--- src/logic/car_pkg.sv ---
package car_pkg;

    // floor sensor group
    // each bit low on black and high on white
    typedef struct packed {
        logic left;
        logic mid;
        logic right;
    } sensor_bits_t;

    // steering actions with their fixed codes
    typedef enum logic [2:0] {
        turn_left        = 3'd0,
        turn_right       = 3'd1,
        go_straight      = 3'd2,
        sharp_turn_left  = 3'd3,
        sharp_turn_right = 3'd4
    } steer_t;

    // pwm counter and duty width
    // period is 2**DUTY_BITS clocks
    localparam int DUTY_BITS = 8;

    // high counts per period plus direction for one wheel
    typedef struct packed {
        logic [DUTY_BITS-1:0] duty;
        logic                 forward;
    } wheel_cmd_t;

    // speed table
    // outer wheel or both wheels going straight
    localparam logic [DUTY_BITS-1:0] SPEED_CRUISE = 8'd200;
    // inner wheel on a normal turn
    localparam logic [DUTY_BITS-1:0] SPEED_TURN = 8'd120;
    // inner wheel on a sharp turn runs backwards
    localparam logic [DUTY_BITS-1:0] SPEED_PIVOT = 8'd100;

    // ready-made wheel commands for the mixer
    localparam wheel_cmd_t WHEEL_CRUISE = '{duty: SPEED_CRUISE, forward: 1'b1};
    localparam wheel_cmd_t WHEEL_TURN = '{duty: SPEED_TURN, forward: 1'b1};
    localparam wheel_cmd_t WHEEL_PIVOT_REV = '{duty: SPEED_PIVOT, forward: 1'b0};

    // debounce timing
    // equal synchronized samples needed before a new pattern is taken
    localparam int DEBOUNCE_CYCLES = 8;
    // stability counter runs 1 .. DEBOUNCE_CYCLES-1
    localparam int DEBOUNCE_BITS = $clog2(DEBOUNCE_CYCLES);
    localparam logic [DEBOUNCE_BITS-1:0] DEBOUNCE_LAST = DEBOUNCE_BITS'(DEBOUNCE_CYCLES - 1);

    // all sensors on white is the idle value after reset
    localparam sensor_bits_t SENSORS_WHITE = '{left: 1'b1, mid: 1'b1, right: 1'b1};

endpackage
--- src/logic/car_top.sv ---
`timescale 1ns/1ps

module car_top (
    input  logic            clk,
    input  logic            reset,
    input  logic            left_signal,
    input  logic            mid_signal,
    input  logic            right_signal,
    output car_pkg::steer_t steer,
    output logic            left_pwm,
    output logic            left_forward,
    output logic            right_pwm,
    output logic            right_forward
);

    // raw floor pins as one group
    car_pkg::sensor_bits_t sensors_raw;
    car_pkg::sensor_bits_t sensors_clean;

    car_pkg::wheel_cmd_t left_cmd;
    car_pkg::wheel_cmd_t right_cmd;

    assign sensors_raw = '{left: left_signal, mid: mid_signal, right: right_signal};

    sensor_sampler sampler_i (
        .clk           (clk),
        .reset         (reset),
        .sensors_raw   (sensors_raw),
        .sensors_clean (sensors_clean)
    );

    // steering state goes out as steer and into the mixer
    tracker_sensor tracker_i (
        .clk     (clk),
        .reset   (reset),
        .sensors (sensors_clean),
        .state   (steer)
    );

    motor_mix mix_i (
        .clk       (clk),
        .reset     (reset),
        .state     (steer),
        .left_cmd  (left_cmd),
        .right_cmd (right_cmd)
    );

    // one pwm generator per wheel
    motor_pwm left_pwm_i (
        .clk     (clk),
        .reset   (reset),
        .cmd     (left_cmd),
        .pwm     (left_pwm),
        .forward (left_forward)
    );

    motor_pwm right_pwm_i (
        .clk     (clk),
        .reset   (reset),
        .cmd     (right_cmd),
        .pwm     (right_pwm),
        .forward (right_forward)
    );

endmodule

--- src/logic/motor_pwm.sv ---
`timescale 1ns/1ps

module motor_pwm (
    input  logic                clk,
    input  logic                reset,
    input  car_pkg::wheel_cmd_t cmd,
    output logic                pwm,
    output logic                forward
);

    logic [car_pkg::DUTY_BITS-1:0] count;
    // duty in effect for the running period
    logic [car_pkg::DUTY_BITS-1:0] duty_q;

    always_ff @(posedge clk) begin
        if (reset) begin
            count   <= '0;
            duty_q  <= '0;
            forward <= 1'b1;
            pwm     <= 1'b0;
        end else begin
            count <= count + 1'b1;
            // take new command only as the counter wraps
            if (&count) begin
                duty_q  <= cmd.duty;
                forward <= cmd.forward;
            end
            // exactly duty_q high cycles per period
            pwm <= (count < duty_q);
        end
    end

endmodule

--- src/logic/motor_mix.sv ---
`timescale 1ns/1ps

module motor_mix (
    input  logic                clk,
    input  logic                reset,
    input  car_pkg::steer_t     state,
    output car_pkg::wheel_cmd_t left_cmd,
    output car_pkg::wheel_cmd_t right_cmd
);

    car_pkg::wheel_cmd_t left_next;
    car_pkg::wheel_cmd_t right_next;

    // speed table, inner wheel slows or reverses
    always_comb begin
        left_next  = car_pkg::WHEEL_CRUISE;
        right_next = car_pkg::WHEEL_CRUISE;
        case (state)
            car_pkg::turn_left:        left_next  = car_pkg::WHEEL_TURN;
            car_pkg::turn_right:       right_next = car_pkg::WHEEL_TURN;
            car_pkg::sharp_turn_left:  left_next  = car_pkg::WHEEL_PIVOT_REV;
            car_pkg::sharp_turn_right: right_next = car_pkg::WHEEL_PIVOT_REV;
            // straight and unused codes keep both at cruise
            default: begin
                left_next  = car_pkg::WHEEL_CRUISE;
                right_next = car_pkg::WHEEL_CRUISE;
            end
        endcase
    end

    // one cycle behind the steering state
    always_ff @(posedge clk) begin
        if (reset) begin
            left_cmd  <= car_pkg::WHEEL_CRUISE;
            right_cmd <= car_pkg::WHEEL_CRUISE;
        end else begin
            left_cmd  <= left_next;
            right_cmd <= right_next;
        end
    end

endmodule

--- src/logic/tracker_sensor.sv ---
`timescale 1ns/1ps

module tracker_sensor (
    input  logic                  clk,
    input  logic                  reset,
    input  car_pkg::sensor_bits_t sensors,
    output car_pkg::steer_t       state
);

    car_pkg::steer_t next_state;

    always_ff @(posedge clk) begin
        if (reset) begin
            state <= car_pkg::go_straight;
        end else begin
            state <= next_state;
        end
    end

    // steering policy, black is low
    always_comb begin
        case (state)
            car_pkg::go_straight: begin
                // line drifted under one side
                if (!sensors.left && sensors.right) begin
                    next_state = car_pkg::turn_right;
                end else if (sensors.left && !sensors.right) begin
                    next_state = car_pkg::turn_left;
                end else begin
                    next_state = car_pkg::go_straight;
                end
            end
            car_pkg::turn_left: begin
                if (sensors.right) begin
                    next_state = car_pkg::go_straight;
                end else if (!sensors.mid) begin
                    // mid lost the line too, tighten
                    next_state = car_pkg::sharp_turn_left;
                end else begin
                    next_state = car_pkg::turn_left;
                end
            end
            car_pkg::turn_right: begin
                if (sensors.left) begin
                    next_state = car_pkg::go_straight;
                end else if (!sensors.mid) begin
                    next_state = car_pkg::sharp_turn_right;
                end else begin
                    next_state = car_pkg::turn_right;
                end
            end
            car_pkg::sharp_turn_left: begin
                // back off once mid sees white
                if (sensors.mid) begin
                    next_state = car_pkg::turn_left;
                end else begin
                    next_state = car_pkg::sharp_turn_left;
                end
            end
            car_pkg::sharp_turn_right: begin
                if (sensors.mid) begin
                    next_state = car_pkg::turn_right;
                end else begin
                    next_state = car_pkg::sharp_turn_right;
                end
            end
            default: begin
                // unused codes recover to straight
                next_state = car_pkg::go_straight;
            end
        endcase
    end

endmodule

--- src/logic/sensor_sampler.sv ---
`timescale 1ns/1ps

module sensor_sampler (
    input  logic                  clk,
    input  logic                  reset,
    input  car_pkg::sensor_bits_t sensors_raw,
    output car_pkg::sensor_bits_t sensors_clean
);

    // two-stage synchronizer for the async pins
    car_pkg::sensor_bits_t sync_meta;
    car_pkg::sensor_bits_t sync_q;

    // pattern under test and how long it has held
    car_pkg::sensor_bits_t               candidate;
    logic [car_pkg::DEBOUNCE_BITS-1:0]   stable_count;

    always_ff @(posedge clk) begin
        if (reset) begin
            sync_meta <= car_pkg::SENSORS_WHITE;
            sync_q    <= car_pkg::SENSORS_WHITE;
        end else begin
            sync_meta <= sensors_raw;
            sync_q    <= sync_meta;
        end
    end

    // whole group debounced as one word
    // so the tracker never sees a half-updated pattern
    always_ff @(posedge clk) begin
        if (reset) begin
            candidate     <= car_pkg::SENSORS_WHITE;
            stable_count  <= '0;
            sensors_clean <= car_pkg::SENSORS_WHITE;
        end else if (sync_q != candidate) begin
            // new pattern, first sample already seen
            candidate    <= sync_q;
            stable_count <= car_pkg::DEBOUNCE_BITS'(1);
        end else if (stable_count != car_pkg::DEBOUNCE_LAST) begin
            stable_count <= stable_count + 1'b1;
        end else begin
            // held long enough, pass it on
            sensors_clean <= candidate;
        end
    end

endmodule

--- config.mk ---
export PLATFORM = sky130hd
export DESIGN_NAME = car_top
export DESIGN_NICKNAME = d
export VERILOG_FILES = /design/src/logic/car_pkg.sv /design/src/logic/car_top.sv /design/src/logic/motor_pwm.sv /design/src/logic/motor_mix.sv /design/src/logic/tracker_sensor.sv /design/src/logic/sensor_sampler.sv
export SDC_FILE = /design/constraint.sdc
export NUM_CORES = 1
export LEC_CHECK = 0
export BUFFER_PORTS_ARGS = -buffer_cell sky130_fd_sc_hd__buf_2
export CAP_MARGIN = 15
export CORE_ASPECT_RATIO = 0.75
export CORE_MARGIN = 10
export CORE_UTILIZATION = 48
export DETAILED_ROUTE_END_ITERATION = 10
export GPL_ROUTABILITY_DRIVEN = 0
export SYNTH_ARGS = -nofsm -noshare
export SYNTH_HDL_FRONTEND = slang
export SYNTH_SLANG_ARGS = --single-unit
export TNS_END_PERCENT = 1
--- constraint.sdc ---
create_clock -name clk -period 1.7 [get_ports clk]
set_input_delay 0.34 -clock clk [delete_from_list [all_inputs] [get_ports clk]]
set_output_delay 0.34 -clock clk [all_outputs]
set_load 0.01 [all_outputs]
==> results.yml <==
run_status:
  status: "finished, final reports clean"
logic_synthesis:
  syn_area_per_cell_sq_um: 9.63
  syn_inst: 250
  synth_top_area_cell: "dfxtp_1"
  ys_types: 37
  yosys_register_bits: 60
  synth_nets: 270
  synth_top_area_frac: 0.499
  yosys_warnings: 0
  netlist_area_sq_um: 2410
  synth_area_leaders: "dfxtp_1 50%, ha_1 7.8%, nor2_1 5.5%, mux2i_1 5.0%, xnor2_1 2.9%"
  seq_area_frac_synth: 0.499
worst_setup_path:
  cp.arrival_ns: 1.75
  cp.required_ns: 1.92
  r2r_setup_slack_ns: 0.17
  criticalPathCategory: "reg2reg"
  slowest_stage: "dfxtp_1"
  critPathLaunchType: "flop"
  cp-end-kind: "flop"
  crit_buf_inv: 0
  critPathMaxFanout: 8
  path_delay_family: "simple AND/OR/NAND/NOR gates"
  crit_path_cell_trace: "ha_1, nand2_1, nor3_4, mux2i_1, nor2_1"
  critical_path.max_stage_delay_ns: 0.38
final_layout:
  fin_nets: 286
  fill_cells: 444
  ff_latch_area_sq_um: 1200
  diodes: 0
  mostFrequentLayoutCells: "60 x dfxtp_1, 35 x nor2_1, 18 x inv_1"
  post-route-util: 0.561
  multi_input_area_sq_um: 1110
  layout-drive-gt1-share: 0.166
  area_growth_pct: 13.6
  final_common_cell: "dfxtp_1"
sta:
  fmax_ghz: 0.654
  final-setup-viol-count: 0
  setup_ws_ns: 0.172
  period_needed_ns: 1.53
  slew_viol_final: 0
  skew_ns: 0.00649
  final_hold_viol_count: 0
  slew-limit-headroom: 0.694
  period_share: 0.899
  final.setup.tns_ns: 0
  rsz0062_at_grt: "no"
  tightest_slew_ns: 0.457
worst_hold_path:
  hold_path.class: "in2reg"
power:
  sequentialPowerShare: 0.516
  pwr-share-comb: 0.030
  peakVddDrop_mv: 0.561
  sw_frac_of_total: 0.209
  powerDensity_nw_per_um2: 1030
  clkPwrFrac: 0.454
  p_switching_mw: 0.589
  internal_power_mw: 2.22
  p_leak_nw: 1.05
global_routing:
  grt_pass1_wl_microns: 6890
  grt.total_usage: 0.108
  grt_pass1_vias: 1568
  antenna_found_initial: 0
  grt_max_degree: 36
  grt_overflow: 0
route:
  drc: 0
  wl_microns: 3940
  antenna_left: 0
  avgRoutedWirePerCell_microns: 11.9
  vias_per_cell: 4.94
  drtIter0Drc: 44
  firstDrtPassIters: 4
  num_vias: 1634
clock_tree:
  cts_tree: "built"
  root_buffer: "clkbuf_8"
  ctsHoldBuffers: 0
  clock_latency_ns: 0.33
  clockBufferDepth: 2
  clock_sinks: 60
  cts_buffers: 9
  htree_levels: 3
  clk_pin_slew_worst_paths_ns: 0.07
  cts_setup_buffers: 0
  cts_resized: 0
die:
  coreArea_sq_um: 4870
  start_util: 0.494
  std_cell_rows: 22
  io_pins: 12
  fp.dieH_microns: 81.3
  die_w_microns: 102
  die_area_sq_um: 8280
placed_design:
  post-dp-hpwl_microns: 2720
  port_buffers: 11
  preCtsSetupSlack_ns: 0.105
flow_run:
  max-cap-violations: 0
cell families (layout without fill, tap and decap cells):
family | Yosys count | in the layout | synth area share
AOI/OAI and AO/OA | 28 | 28 | 0.0790
buffers and inverters | 26 | 47 | 0.0416
muxes | 12 | 12 | 0.0499
DFF | 60 | 60 | 0.499
xor gates and xnor gates | 13 | 13 | 0.0473
adders and majority gates | 15 | 15 | 0.0780
and+or+nand+nor | 96 | 96 | 0.205
through the flow:
stage	area, sq um	instances	hold slack [ns]	total power, mW
after floorplan	2410	250	0.389	1.54
after global placement	2530	315	0.392	1.57
after detailed placement	2530	315	0.395	1.57
after CTS	2740	331	0.162	2.86
after global routing	2740	331	0.171	2.92
final	2740	331	0.181	2.81
layer usage:
layer	GRT usage	part of all wire
met5	0	0
met4	0.0641	0.022
met3	0.0500	0.040
met2	0.160	0.43
met1	0.127	0.51
registers in the layout (all words and copies together), names as in the netlist:
register and count:
right_pwm_i.duty_q 6, sampler_i.stable_count 3, mix_i.left_cmd 5, left_pwm_i.count 8
left_pwm_i.duty_q 6, left_pwm_i.pwm 1, sampler_i.sync_meta 3, sampler_i.candidate 3
right_pwm_i.pwm 1, mix_i.right_cmd 5, right_pwm_i.count 8, left_pwm_i.forward 1
tracker_i.state 3, right_pwm_i.forward 1, sampler_i.sensors_clean 3, sampler_i.sync_q 3
final timing paths:
kind / startpoint / to / depth (start not counted)
setup / recovery: right_pwm_i.count[0] / right_pwm_i.duty_q[7] / 5
hold / removal: left_signal / sampler_i.sync_meta[2] / 2
setup reg to reg: right_pwm_i.count[0] / right_pwm_i.duty_q[7] / 5
hold reg to reg: sampler_i.sync_meta[2] / sampler_i.sync_q[2] / 1
cell usage after synthesis:
| cell type | n |
|---|---|
| a2111oi_2 | 2 |
| nor3_4 | 1 |
| xnor2_1 | 8 |
| nand2b_1 | 3 |
| nand3_1 | 9 |
| buf_1 | 2 |
| nor2_1 | 35 |
| buf_2 | 2 |
| a211oi_2 | 1 |
| nor2_2 | 1 |
| nand2_1 | 9 |
| a21oi_1 | 11 |
| nand3b_1 | 1 |
| or3_1 | 3 |
| nand4_1 | 2 |
| a211oi_1 | 2 |
| a21boi_0 | 1 |
| or2_2 | 9 |
| a21o_1 | 2 |
| xor2_1 | 5 |
| ha_1 | 15 |
| nand3_4 | 1 |
| inv_1 | 18 |
| nor3b_1 | 1 |
| and3_1 | 3 |
| o211ai_1 | 1 |
| clkbuf_1 | 4 |
| nor3_1 | 12 |
| dfxtp_1 | 60 |
| a32oi_1 | 1 |
| mux2i_1 | 12 |
| or3_2 | 2 |
| a221oi_1 | 1 |
| or4_1 | 1 |
| o21ai_0 | 6 |
| nor4b_1 | 1 |
| nor2b_1 | 2 |
final cells by class:
type | count | area share
clock inverters | 4 | 0.0174
inverters | 18 | 0.0247
clock buffers | 12 | 0.0567
flip-flops and latches | 60 | 0.439
well taps | 60 | 0.0274
multi-input cells | 164 | 0.404
repair buffers | 13 | 0.0302
power by group through the flow:
stage,Combinational [mW],Sequential [mW],Clock (mW)
6_report,0.0839,1.45,1.28
5_1_grt,0.0978,1.45,1.37
4_1_cts,0.0861,1.45,1.32
3_5_place_dp,0.0858,1.48,0
3_3_place_gp,0.0850,1.48,0
2_1_floorplan,0.0622,1.48,0
(Power assumes the default switching activity.)
